File: src/iseq_pkg.sv
package iseq_pkg;

  localparam int n_lanes  = 4;
  localparam int ra_width = 13;

  // default dram timing in controller cycles
  localparam int unsigned t_ras = 21;
  localparam int unsigned t_rp  = 10;
  localparam int unsigned t_rc  = 32;

  typedef enum logic [3:0] {
    op_nop       = 4'h0,
    op_act       = 4'h1,
    op_pre       = 4'h2,
    op_read      = 4'h3,
    op_wait      = 4'h4,
    op_write     = 4'h5,
    op_rowhammer = 4'h6
  } opcode_e;

  typedef struct packed {
    logic [9:0]          bank;
    logic [ra_width-1:0] row;
  } addr_t;

  typedef struct packed {
    opcode_e    opcode;
    logic [4:0] count;  // repeat count, rowhammer only
    addr_t      addr;
  } instr_t;

  // same 32 bits, seen as a wait word
  typedef struct packed {
    opcode_e     opcode;
    logic [27:0] cycles;
  } wait_t;

  typedef struct packed {
    opcode_e op;
    addr_t   addr;
  } dram_cmd_t;

  function automatic instr_t make_wait(input logic [27:0] cycles);
    wait_t w;
    w.opcode = op_wait;
    w.cycles = cycles;
    return instr_t'(w);
  endfunction

  function automatic logic [27:0] wait_cycles(input instr_t i);
    wait_t w;
    w = wait_t'(i);
    return w.cycles;
  endfunction

  function automatic instr_t make_instr(input opcode_e op, input addr_t addr);
    instr_t i;
    i.opcode = op;
    i.count  = 5'd1;
    i.addr   = addr;
    return i;
  endfunction

endpackage

File: src/instr_slot_reg.sv
`timescale 1ns/1ns

module instr_slot_reg
  import iseq_pkg::*;
(
  input  logic   clk,
  input  logic   rstn,

  input  logic   in_valid,
  input  instr_t in_data,
  output logic   in_ready,

  output logic   out_valid,
  output instr_t out_data,
  input  logic   out_ready
);

  logic   full;
  instr_t word;

  // empty, or the held word leaves this cycle
  assign in_ready = !full || out_ready;

  always_ff @(posedge clk or negedge rstn) begin
    if (!rstn) begin
      full <= 1'b0;
    end else if (in_ready) begin
      full <= in_valid;
    end
  end

  always_ff @(posedge clk) begin
    if (in_valid && in_ready) begin
      word <= in_data;
    end
  end

  assign out_valid = full;
  assign out_data  = word;

endmodule

File: src/lane_arbiter.sv
`timescale 1ns/1ns

module lane_arbiter
  import iseq_pkg::*;
(
  input  logic               clk,
  input  logic               rstn,
  input  logic               process_iseq,

  input  instr_t             lane_data [n_lanes],
  input  logic [n_lanes-1:0] lane_empty,
  output logic [n_lanes-1:0] lane_rd,

  input  logic               pipe_idle,
  output logic               busy,

  output logic               out_valid,
  output instr_t             out_data,
  input  logic               out_ready
);

  localparam int ptr_w = $clog2(n_lanes);

  logic             busy_r;
  logic             busy_ns;
  logic [ptr_w-1:0] ptr;
  logic [ptr_w-1:0] ptr_nxt;
  logic             all_empty;
  logic             cur_ok;
  logic             pop;

  assign all_empty = &lane_empty;

  ////////////////////////////////////////////////////////////////////////////
  // busy control
  ////////////////////////////////////////////////////////////////////////////

  // hold until every lane and the whole stream are drained
  always_comb begin
    busy_ns = process_iseq || (busy_r && !(all_empty && pipe_idle));
  end

  always_ff @(posedge clk or negedge rstn) begin
    if (!rstn) begin
      busy_r <= 1'b0;
    end else begin
      busy_r <= busy_ns;
    end
  end

  assign busy = busy_r;

  ////////////////////////////////////////////////////////////////////////////
  // round-robin fetch
  ////////////////////////////////////////////////////////////////////////////

  // only the current lane is offered, so its head stays stable until popped
  assign cur_ok    = busy_r && !lane_empty[ptr];
  assign out_valid = cur_ok;
  assign out_data  = lane_data[ptr];
  assign pop       = cur_ok && out_ready;

  always_comb begin
    lane_rd      = '0;
    lane_rd[ptr] = pop;
  end

  assign ptr_nxt = (ptr == ptr_w'(n_lanes - 1)) ? '0 : ptr + 1'b1;

  always_ff @(posedge clk or negedge rstn) begin
    if (!rstn) begin
      ptr <= '0;
    end else if (pop) begin
      ptr <= ptr_nxt;
    end else if (busy_r && lane_empty[ptr] && !all_empty) begin
      ptr <= ptr_nxt;  // skip empty lane
    end
  end

endmodule

File: src/hammer_expander.sv
`timescale 1ns/1ns

module hammer_expander
  import iseq_pkg::*;
#(
  parameter int unsigned hammer_base = 1000,
  parameter int unsigned t_ras       = iseq_pkg::t_ras,
  parameter int unsigned t_rp        = iseq_pkg::t_rp,
  parameter int unsigned t_rc        = iseq_pkg::t_rc
)
(
  input  logic   clk,
  input  logic   rstn,

  input  logic   in_valid,
  input  instr_t in_data,
  output logic   in_ready,

  output logic   out_valid,
  output instr_t out_data,
  input  logic   out_ready,

  output logic   idle
);

  // largest count field times the base
  localparam int cnt_w = $clog2(31 * hammer_base + 1);

  typedef enum logic [1:0] {
    st_pass,
    st_group,
    st_close
  } state_e;

  state_e           state;
  logic [1:0]       phase;  // act, wait ras, pre, wait rp
  logic [cnt_w-1:0] rep_cnt;
  logic [cnt_w-1:0] load_cnt;
  addr_t            haddr;
  addr_t            pre_addr;
  logic             is_hammer;
  logic             take_hammer;
  logic             out_fire;
  instr_t           gen_word;

  assign is_hammer   = in_data.opcode == op_rowhammer;
  assign take_hammer = (state == st_pass) && in_valid && is_hammer;
  assign out_fire    = out_valid && out_ready;
  assign load_cnt    = cnt_w'(in_data.count * hammer_base);
  assign pre_addr    = '{bank: haddr.bank, row: '0};

  ////////////////////////////////////////////////////////////////////////////
  // generated word
  ////////////////////////////////////////////////////////////////////////////

  always_comb begin
    gen_word = make_wait(28'(t_rc));  // closing trc wait
    if (state == st_group) begin
      case (phase)
        2'd0:    gen_word = make_instr(op_act, haddr);
        2'd1:    gen_word = make_wait(28'(t_ras));
        2'd2:    gen_word = make_instr(op_pre, pre_addr);
        default: gen_word = make_wait(28'(t_rp));
      endcase
    end
  end

  // plain words go straight through, zero latency
  always_comb begin
    if (state == st_pass) begin
      out_valid = in_valid && !is_hammer;
      out_data  = in_data;
      in_ready  = is_hammer ? 1'b1 : out_ready;
    end else begin
      out_valid = 1'b1;
      out_data  = gen_word;
      in_ready  = 1'b0;
    end
  end

  ////////////////////////////////////////////////////////////////////////////
  // sequencer
  ////////////////////////////////////////////////////////////////////////////

  always_ff @(posedge clk or negedge rstn) begin
    if (!rstn) begin
      state   <= st_pass;
      phase   <= 2'd0;
      rep_cnt <= '0;
    end else begin
      case (state)
        st_pass: begin
          if (take_hammer) begin
            phase   <= 2'd0;
            rep_cnt <= load_cnt;
            state   <= (load_cnt == '0) ? st_close : st_group;
          end
        end
        st_group: begin
          if (out_fire) begin
            phase <= phase + 2'd1;
            if (phase == 2'd3) begin
              rep_cnt <= rep_cnt - 1'b1;  // one group done
              if (rep_cnt == cnt_w'(1)) begin
                state <= st_close;
              end
            end
          end
        end
        st_close: begin
          if (out_fire) begin
            state <= st_pass;
          end
        end
        default: begin
          state <= st_pass;
        end
      endcase
    end
  end

  always_ff @(posedge clk) begin
    if (take_hammer) begin
      haddr <= in_data.addr;
    end
  end

  assign idle = state == st_pass;

endmodule

File: src/cmd_issuer.sv
`timescale 1ns/1ns

module cmd_issuer
  import iseq_pkg::*;
(
  input  logic      clk,
  input  logic      rstn,

  input  logic      in_valid,
  input  instr_t    in_data,
  output logic      in_ready,

  input  logic      rdback_fifo_full,

  output logic      cmd_valid,
  output dram_cmd_t cmd,
  output logic      idle
);

  logic [27:0] wait_cnt;
  logic        is_cmd;
  logic        is_wait;
  logic        read_hold;
  logic        accept;

  ////////////////////////////////////////////////////////////////////////////
  // decode
  ////////////////////////////////////////////////////////////////////////////

  always_comb begin
    case (in_data.opcode)
      op_act, op_pre, op_read, op_write: is_cmd = 1'b1;
      default:                           is_cmd = 1'b0;  // nop and unknown
    endcase
  end

  assign is_wait   = in_data.opcode == op_wait;
  assign read_hold = (in_data.opcode == op_read) && rdback_fifo_full;

  // stalled by a running wait, or a read with no readback room
  assign in_ready = (wait_cnt == '0) && !read_hold;
  assign accept   = in_valid && in_ready;

  ////////////////////////////////////////////////////////////////////////////
  // wait timer and command pulse
  ////////////////////////////////////////////////////////////////////////////

  always_ff @(posedge clk or negedge rstn) begin
    if (!rstn) begin
      wait_cnt <= '0;
    end else if (accept && is_wait) begin
      wait_cnt <= wait_cycles(in_data);
    end else if (wait_cnt != '0) begin
      wait_cnt <= wait_cnt - 1'b1;
    end
  end

  always_ff @(posedge clk or negedge rstn) begin
    if (!rstn) begin
      cmd_valid <= 1'b0;
    end else begin
      cmd_valid <= accept && is_cmd;  // single cycle pulse
    end
  end

  always_ff @(posedge clk) begin
    if (accept && is_cmd) begin
      cmd.op   <= in_data.opcode;
      cmd.addr <= in_data.addr;
    end
  end

  // nothing pending once the pulse is out and the timer expired
  assign idle = (wait_cnt == '0) && !cmd_valid;

endmodule

File: src/iseq_dispatcher.sv
`timescale 1ns/1ns

module iseq_dispatcher
  import iseq_pkg::*;
#(
  parameter int unsigned hammer_base = 1000
)
(
  input  logic               clk,
  input  logic               rstn,
  input  logic               process_iseq,
  input  logic               rdback_fifo_full,
  input  instr_t             lane_data [n_lanes],
  input  logic [n_lanes-1:0] lane_empty,
  output logic [n_lanes-1:0] lane_rd,
  output logic               busy,
  output logic               cmd_valid,
  output dram_cmd_t          cmd
);

  logic   arb_valid, arb_ready;
  instr_t arb_data;
  logic   exp_valid, exp_ready, exp_idle;
  instr_t exp_data;
  logic   slot_valid, slot_ready;
  instr_t slot_data;
  logic   iss_idle;
  logic   pipe_idle;

  // no word anywhere between the lanes and the command output
  assign pipe_idle = exp_idle && !slot_valid && iss_idle;

  lane_arbiter lane_arbiter_inst (
    .clk          (clk),
    .rstn         (rstn),
    .process_iseq (process_iseq),
    .lane_data    (lane_data),
    .lane_empty   (lane_empty),
    .lane_rd      (lane_rd),
    .pipe_idle    (pipe_idle),
    .busy         (busy),
    .out_valid    (arb_valid),
    .out_data     (arb_data),
    .out_ready    (arb_ready)
  );

  hammer_expander #(
    .hammer_base (hammer_base),
    .t_ras       (t_ras),
    .t_rp        (t_rp),
    .t_rc        (t_rc)
  ) hammer_expander_inst (
    .clk       (clk),
    .rstn      (rstn),
    .in_valid  (arb_valid),
    .in_data   (arb_data),
    .in_ready  (arb_ready),
    .out_valid (exp_valid),
    .out_data  (exp_data),
    .out_ready (exp_ready),
    .idle      (exp_idle)
  );

  instr_slot_reg instr_slot_reg_inst (
    .clk       (clk),
    .rstn      (rstn),
    .in_valid  (exp_valid),
    .in_data   (exp_data),
    .in_ready  (exp_ready),
    .out_valid (slot_valid),
    .out_data  (slot_data),
    .out_ready (slot_ready)
  );

  cmd_issuer cmd_issuer_inst (
    .clk              (clk),
    .rstn             (rstn),
    .in_valid         (slot_valid),
    .in_data          (slot_data),
    .in_ready         (slot_ready),
    .rdback_fifo_full (rdback_fifo_full),
    .cmd_valid        (cmd_valid),
    .cmd              (cmd),
    .idle             (iss_idle)
  );

endmodule

File: config.mk
export PLATFORM = sky130hd
export DESIGN_NAME = iseq_dispatcher
export DESIGN_NICKNAME = d
export VERILOG_FILES = /design/src/iseq_pkg.sv /design/src/instr_slot_reg.sv /design/src/lane_arbiter.sv /design/src/hammer_expander.sv /design/src/cmd_issuer.sv /design/src/iseq_dispatcher.sv
export SDC_FILE = /design/constraint.sdc
export NUM_CORES = 1
export LEC_CHECK = 0
export BUFFER_PORTS_ARGS = -buffer_cell sky130_fd_sc_hd__buf_2
export CAP_MARGIN = 0
export CORE_MARGIN = 1.5
export CORE_UTILIZATION = 45
export DETAILED_ROUTE_END_ITERATION = 10
export GPL_TIMING_DRIVEN = 0
export HOLD_SLACK_MARGIN = 0.12
export PLACE_DENSITY_LB_ADDON = 0.1
export SYNTH_ARGS = -nofsm -noshare
export SYNTH_HDL_FRONTEND = slang
export SYNTH_SLANG_ARGS = --single-unit
File: constraint.sdc
create_clock -name clk -period 7.84 [get_ports clk]
set_clock_uncertainty 0.05 [all_clocks]
set_input_delay 0 -clock clk [delete_from_list [all_inputs] [get_ports clk]]
set_output_delay 0 -clock clk [all_outputs]
set_load 0.01 [all_outputs]
Word-level counts from Yosys, hierarchy flattened:

Index checks and enable logic that the tools add are counted.

* reductions and logical operators: 41
* $lt $le $gt $ge: 3
* bitwise gates (word level): 2
* muxes and demuxes: 33
* eq/ne operators: 18
* $mul: 1
* add/sub/neg operators: 4

Operators with widths (count)
* $mux W32: 3
* $pmux W31 S3: 1
* $bmux W32 S2: 1
* $mux W28: 2
* $mux W15: 3
* $mux W31: 1
* $pmux W15 S2: 1
* $logic_not A28 Y1: 1
* $reduce_bool A28 Y1: 1
* $sub A28 B1 Y28 const B: 1
* $mux W2: 11
* $logic_and A1 B1 Y1: 19
* $eq A15 B1 Y1 const B: 1
* $logic_not A15 Y1: 1
* $sub A15 B1 Y15 const B: 1
* $eq A4 B3 Y1 const B: 3
* $mul A5 B7 Y12 const B: 1
* $eq A2 B2 Y1 const B: 4
* $eq A4 B2 Y1 const B: 2
* $reduce_and A4 Y1: 2
* $logic_not A1 Y1: 7
* $mux W1: 6
* $ne A2 B1 Y1 const B: 3
* $pmux W2 S3: 1
* other kinds (18): 25

* output and inout port bits: 33
* input port bits: 136
* register bits: 134

Logic depth before layout (Yosys ltp):

Gate-level depths: netlist of run 1.

* word-level depth: 11
* mapped depth: 17
* depth with buffers taken out: 13

By module:

From an unflattened synthesis of run 1, not the netlist that was laid out.

* cell total of the unflattened synthesis: 642
* area, all modules: 7776.2 um^2

Modules (own cells, without submodules)
* hammer_expander: instances 1, cells each 321, area an instance 3106.7 um^2
* cmd_issuer: instances 1, cells each 220, area an instance 2610.0 um^2
* lane_arbiter: instances 1, cells each 64, area an instance 1036.0 um^2
* instr_slot_reg: instances 1, cells each 36, area an instance 1014.7 um^2
* iseq_dispatcher: instances 1, cells each 1, area an instance 8.8 um^2

Worst setup path before layout of run 1:

No wires, ideal clock.

* kind: register -> register
* start: register lane_arbiter_inst.ptr[0]
* end: register hammer_expander_inst.state[0]
* arrival time: 4.959 ns
* path buffers: 3
* cell stages (with the launch flop): 15
* slack: 2.709 ns
* clock period less this slack: 5.131 ns
* library setup time: 0.122 ns
* path through: dfrtp_1 -> buf_2 -> buf_2 -> clkbuf_1 -> mux4_2 -> fa_1 -> fa_1 -> fa_1 -> ha_1 -> nor2_1 -> a211oi_1 -> o41ai_1 -> xnor2_1 -> nand4b_1 -> a22o_1

RTL lines
* start, declared: line lane_arbiter.sv:26 `logic [ptr_w-1:0] ptr;`
* start signal, assigned: line lane_arbiter.sv:74 `ptr <= ptr_nxt;`
* start signal, assigned: line lane_arbiter.sv:76 `ptr <= ptr_nxt;`
* end signal, assigned: line hammer_expander.sv:87 `state <= st_pass;`
* end signal, assigned: line hammer_expander.sv:96 `state <= (load_cnt == '0) ? st_close : st_group;`
* end signal, assigned: line hammer_expander.sv:105 `state <= st_close;`
* end, declared: line hammer_expander.sv:35 `state_e state;`

==> out/metrics.yaml, run 1 <==
synth_commonest_cells: "edfxtp_1 (82), dfrtp_1 (52), nor2_1 (43)"
drt_wl_total_um: 20380
grt_pass1_vias: 6249
avgSynthCellArea_um2: 12.12
die_w_um: 133.0
power_density_nw_per_um2: 459.2
syn_to_final_growth_pct: 30.02
clock_path_buffers: 2
drt_iter0_drc: 417
hold_violations: 0
yosysTopAreaCell: "edfxtp_1"
fp.coreArea_um2: 16520
numClockSinks: 134
antenna_found_initial: 2
slowest_delay_ns: 0.62
ir_drop_v: 0.0004489
synth_edf_count: 82
required_ns: 8.09
drive_gt1_frac: 0.2935
vias_per_cell: 5.645
r2r_start: "lane_arbiter_inst.ptr[1]"
synthFlopType: "edfxtp_1"
gp_congestion: 0.8904
reg2reg_to: "hammer_expander_inst.state[0]"
rsz0062_at_grt: "false"
grt_start_max_net_pins: 53
ios: 169
power.leakage_nw: 4.045
drc: 0
setup_viol: 0
synth_most_common_cell: "edfxtp_1"
worst_pin_slew_ns: 1.034
synth-async-reset-ratio: 0.3881
finalCritPeriodShare: 0.7614
grtUsageTotal: 0.2384
yosysUniqueCellTypes: 73
hp-class: "in -> async"
fmax_ghz: 0.1675
synthCells: 627
cp-end-kind: "register"
fin_crit_ns: 5.969
fin_tns_setup_ns: 0
grt_pass1_wl_um: 32320
cpMaxStageDelayCell: "fa_1"
yosysWarnings: 0
htree_levels: 4
cts_setup_buffers: 0
crit_fanout: 10
start_util: 0.4600
die_area_um2: 17680
clkTransAtPathRegs_ns: 0.06
cap_violations: 0
start_kind: "register"
hpwl_um: 15350
status: "completed"
synthesis.area_um2: 7601
fin_cells: 1109
fillers: 1368
dp.cells: 1017
final_max_slew_viol_count: 0
fin_nets: 1052
max_slew_margin: 0.3092
ys_top_cells_by_area: "edfxtp_1 (32%), dfrtp_1 (17%), mux4_2 (9.8%)"
ff2ff_path_depth: 14
post_drt_wl_per_cell_um: 18.38
crit_top_cell: "fa_1"
core.rowCount: 47
clk_latency_ns: 0.42
syn_nets: 806
cts_made_buffers: 17
dr.pass1.iters: 4
root_buffer: "clkbuf_16"
cp.arrival_ns: 6.22
final_antenna_net_count: 0
ys_ff_latch: 134
yosysTopAreaCellShare: 0.3240
die_h_um: 133.0
path_class: "reg -> reg"
portBuffers: 168
path_cells: "clkbuf_1 > buf_1 > clkbuf_1 > mux4_2 > fa_1 > fa_1 > fa_1 > ha_1 > nor2_1 > a211oi_1 > o41ai_1 > xnor2_1 > nand4b_1 > a22o_1"
grt-ovfl-total: 0
r2r_setup_slack_ns: 1.87
seq_area_frac_synth: 0.4951
num_vias: 6260
cts_tree: "done"
[report_power, final]
part / switching, W / leakage, nW / total, W / internal (W)
Clock: 0.000316 / 0.258 / 0.000733 / 0.000416
Combinational: 0.00153 / 2.40 / 0.00279 / 0.00127
Sequential: 0.000105 / 1.39 / 0.00101 / 0.000908
Total: 0.00195 / 4.05 / 0.00454 / 0.00259
[area by class of cell]
| class | count | area [um2] | area share |
|---|---|---|---|
| diodes | 3 | 7.507 | 0.0007596 |
| plain buffers | 28 | 111.4 | 0.01127 |
| clock buffers | 19 | 442.9 | 0.04482 |
| clock inverters | 13 | 100.1 | 0.01013 |
| inverters | 25 | 93.84 | 0.009495 |
| multi-input cells | 440 | 3652 | 0.3695 |
| flip-flops and latches | 134 | 3764 | 0.3808 |
| well taps | 220 | 275.3 | 0.02785 |
| repair buffers | 227 | 1436 | 0.1453 |
[worst max-delay path: cells and delay by family, from the launching register on]
kind                     cells  cell delay (ns)
adder cells (fa/ha/maj)      4             1.95
buffers and inverters        3             1.58
AO/OA/AOI/OAI                3             0.77
multiplexers                 1             0.53
flip-flops                   1             0.37
AND/OR/NAND/NOR              2             0.37
XOR/XNOR                     1             0.22
[state kept, by name, indices dropped and copies added, names as in the netlist]
register and cells:
hammer_expander_inst.rep_cnt 15, lane_arbiter_inst.ptr 2, lane_arbiter_inst.busy 1, hammer_expander_inst.state 2, cmd_issuer_inst.cmd_valid 1, hammer_expander_inst.phase 2
instr_slot_reg_inst.out_valid 1, cmd_issuer_inst.cmd 27, instr_slot_reg_inst.out_data 32, cmd_issuer_inst.wait_cnt 28, hammer_expander_inst.haddr 23
[how the worst max path moves through the flow]
stage,cells after the start,end,startpoint,slack [ns]
after floorplan,14,hammer_expander_inst.state[0],lane_arbiter_inst.ptr[0],2.71
after global placement,14,hammer_expander_inst.state[0],lane_arbiter_inst.ptr[0],1.97
after detailed placement,14,hammer_expander_inst.state[0],lane_arbiter_inst.ptr[0],1.85
after CTS,14,hammer_expander_inst.state[0],lane_arbiter_inst.ptr[0],1.81
after global routing,17,hammer_expander_inst.state[0],lane_arbiter_inst.ptr[0],1.42
final,14,hammer_expander_inst.state[0],lane_arbiter_inst.ptr[1],1.87
[metrics by stage]
stage | hold WS (ns) | power, W | utilization | setup slack, ns | instance area [um2]
detailed placement | 0.1467 | 0.003665 | 0.5297 | 1.851 | 8753
CTS | 0.1222 | 0.004543 | 0.5971 | 1.813 | 9867
global route | 0.1330 | 0.004928 | 0.5979 | 1.420 | 9881
finish | 0.1309 | 0.004538 | 0.5981 | 1.871 | 9883
global placement | 0.1280 | 0.003598 | 0.5275 | 1.969 | 8717
floorplan | -0.3456 | 0.003075 | - | 2.709 | 7601
[cells by family (layout without fill, tap and decap cells)]
kind of cell               count (synthesis)  after routing  share of synthesized area
AOI/OAI and AO/OA                        134            134                     0.1221
xor gates and xnor gates                  18             18                    0.02074
adders and majority gates                 43             43                    0.08066
buffers and inverters                     53            312                    0.02683
DFF                                      134            134                     0.4951
muxes                                     42             42                     0.1100
other                                      0              3                          0
and+or+nand+nor                          203            203                     0.1445
[what timing repair did]
action | 4_1_cts | 5_1_grt
hold endpoints to repair | 98 | 0
resized for setup | 0 | 0
hold buffers | 57 | 0
[per-layer routing]
metal,GRT usage,vias up,part of all wire
li1,-,2910,-
met1,0.3143,3100,0.43
met2,0.3955,224,0.50
met3,0.05211,26,0.051
met4,0.07326,0,0.016
met5,0,-,0
[cell usage in the layout, fill, tap and decap left out, types with 7 or more instances in the layout]
cell | Yosys | final
buf_2 | 4 | 172
edfxtp_1 | 82 | 82
dlygate4sd3_1 | 0 | 57
dfrtp_1 | 52 | 52
nor2_1 | 43 | 42
nand2_1 | 40 | 40
a21oi_1 | 37 | 37
mux4_2 | 33 | 33
ha_1 | 33 | 33
o21ai_0 | 26 | 26
inv_1 | 25 | 25
nor3_1 | 21 | 21
clkbuf_1 | 19 | 20
nand3_1 | 19 | 19
a22o_1 | 18 | 18
clkbuf_16 | 0 | 17
xnor2_1 | 12 | 12
nand2b_1 | 10 | 10
or3_1 | 10 | 10
nor4_1 | 10 | 10
fa_1 | 10 | 10
and2_1 | 9 | 9
a211oi_1 | 8 | 8
mux2i_1 | 7 | 7
a311oi_1 | 7 | 7
Note: power is estimated with default switching activity, not from simulation.
==> run 2: changes to the inputs <==
==> constraint.sdc (replaced) <==
create_clock -name clk -period 5.8 [get_ports clk]
set_clock_uncertainty 0.05 [all_clocks]
set_input_delay 0 -clock clk [delete_from_list [all_inputs] [get_ports clk]]
set_output_delay 0 -clock clk [all_outputs]
set_load 0.01 [all_outputs]
==> run 2 against run 1 <==
Net effect: first-iteration DRC count increased by 2.2%; setup slack got worse by 1.4 ns; largest power group unchanged; sequential share of layout area about the same; global-route usage about the same; largest cell class unchanged; critical path type unchanged; clock-buffer cell count unchanged.
==> out/metrics.yaml, run 2 (same netlist as run 1, synthesis figures left out) <==
die_w_um: 133.0  # unchanged
cp-end-kind: "register"
num_vias: 6243  # -0.27%
fin_tns_setup_ns: 0  # unchanged
clk_latency_ns: 0.42  # about the same
dr.pass1.iters: 5  # +1
total_power_w: 0.006141  # +35%
status: "completed"
rsz0062_at_grt: "false"
vias_per_cell: 5.640  # about the same
antenna_found_initial: 2  # unchanged
post_drt_wl_per_cell_um: 18.38  # about the same
fin_nets: 1051  # -0.095%
final_cell_mix: "buf_2 (172), edfxtp_1 (82), dlygate4sd3_1 (57)"
grt-ovfl-total: 0  # unchanged
die_h_um: 133.0  # unchanged
grt_pass1_vias: 6249  # unchanged
core.rowCount: 47  # unchanged
grtUsageTotal: 0.2383  # about the same
cts_tree: "done"
drive_gt1_frac: 0.2994  # +0.005981
drc: 0  # unchanged
fmax_ghz: 0.1873  # +12%
drt_iter0_drc: 426  # +2.2%
root_buffer: "clkbuf_16"
grt_pass1_wl_um: 32290  # about the same
cts_setup_buffers: 0  # unchanged
final_max_slew_viol_count: 0  # unchanged
grtUsageMet2: 0.3958  # about the same
fin_crit_ns: 5.340  # -0.6295 ns
die_area_um2: 17680  # unchanged
largest_reg_flops: 32  # unchanged
power.leakage_nw: 4.060  # +0.35%
htree_levels: 4  # unchanged
portBuffers: 168  # unchanged
required_ns: 6.05  # -2.04 ns
gp_congestion: 0.8904  # unchanged
numClockSinks: 134  # unchanged
path_class: "reg -> reg"
final_common_cell: "buf_2"
clock_path_buffers: 2  # unchanged
hp-class: "in -> async"
cts_made_buffers: 17  # unchanged
start_util: 0.4600  # unchanged
max_slew_margin: 0.2865  # -0.02275
final_core_util: 0.5982  # about the same
worst_pin_slew_ns: 1.068  # +0.03405 ns
grt_use_met3: 0.05211  # unchanged
cap_violations: 0  # unchanged
fp.coreArea_um2: 16520  # unchanged
dp_slack_ns: -0.1892  # -2.040 ns
ios: 169  # unchanged
hold_violations: 0  # unchanged
fillers: 1363  # -0.37%
start_kind: "register"
setup_viol: 0  # unchanged
syn_to_final_growth_pct: 30.06  # about the same
grt_use_met1: 0.3135  # -0.0007591
finalCritPeriodShare: 0.9207  # +0.1593
drt_wl_total_um: 20350  # -0.14%
power_density_nw_per_um2: 621.2  # +35%
hpwl_um: 15350  # unchanged
grt_start_max_net_pins: 53  # unchanged
grt_busiest_layer: "met2"
ir_drop_v: 0.0006082  # +35%
clkTransAtPathRegs_ns: 0.06  # about the same
crit_fanout: 19  # +9
final_antenna_net_count: 0  # unchanged
cp.arrival_ns: 5.59  # -0.63 ns
worst_slack_ns: 0.4601  # -1.410 ns
[run 2: layout make-up]
cell class              count  area (um2)  share of cell area
diodes                      2       5.005           0.0005063
multi-input cells         440        3652              0.3694
flip-flops and latches    134        3764              0.3807
clock buffers              19       442.9             0.04480
repair buffers            227        1436              0.1453
well taps                 220       275.3             0.02784
plain buffers              27       116.4             0.01177
clock inverters            13       100.1             0.01013
inverters                  25       93.84            0.009492
[run 2: through the flow]
stage          std cells  hold WS, ns  instance area (um2)
6_report            1107       0.1280                 9886
5_1_grt             1107       0.1330                 9886
4_1_cts             1105       0.1222                 9866
3_5_place_dp        1017       0.1467                 8753
3_3_place_gp        1015       0.1280                 8717
2_1_floorplan        627      -0.3456                 7601
[run 2: timing repair]
item	CTS	global route
endpoints found under the hold margin	98	0
gates resized for setup	2	7
hold buffers	57	0
gates cloned	0	0
setup endpoints to repair	3	3
[run 2: per-layer routing]
layer | share of wire | up-vias
li1 | - | 2906
met1 | 0.43 | 3076
met2 | 0.50 | 237
met3 | 0.051 | 24
met4 | 0.014 | 0
met5 | 0 | -
[run 2: report_power, final]
group | switching [W] | internal (W)
Combinational | 0.00207 | 0.00172
Sequential | 0.000142 | 0.00123
Clock | 0.000426 | 0.000562
Total | 0.00263 | 0.00351
[run 2: path summary, 6_finish.rpt]
path                                                  startpoint  cells past startpoint  slack, ns                               end
worst min register to register  instr_slot_reg_inst.out_data[26]                      2       0.39      cmd_issuer_inst.wait_cnt[26]
max in group asynchronous                                   rstn                      2       5.09   hammer_expander_inst.rep_cnt[2]
worst min-delay path                                        rstn                      2       0.13            lane_arbiter_inst.busy
worst max register to register          lane_arbiter_inst.ptr[0]                     13       0.46     hammer_expander_inst.state[0]
min in group clk                                   lane_data[22]                      3       0.14  instr_slot_reg_inst.out_data[22]
worst max-delay path                    lane_arbiter_inst.ptr[0]                     13       0.46     hammer_expander_inst.state[0]
[run 2: worst max-delay path: stages, from the launching register on]
cell and delay [ns]:
dfrtp_1 0.37, buf_2 0.32, clkbuf_4 0.48, mux4_2 0.69, fa_1 0.60, fa_1 0.47
fa_1 0.48, ha_1 0.38, nor2_1 0.18, a211oi_1 0.10, o41ai_1 0.40, xnor2_1 0.22
nand4b_1 0.20, a22o_1 0.27
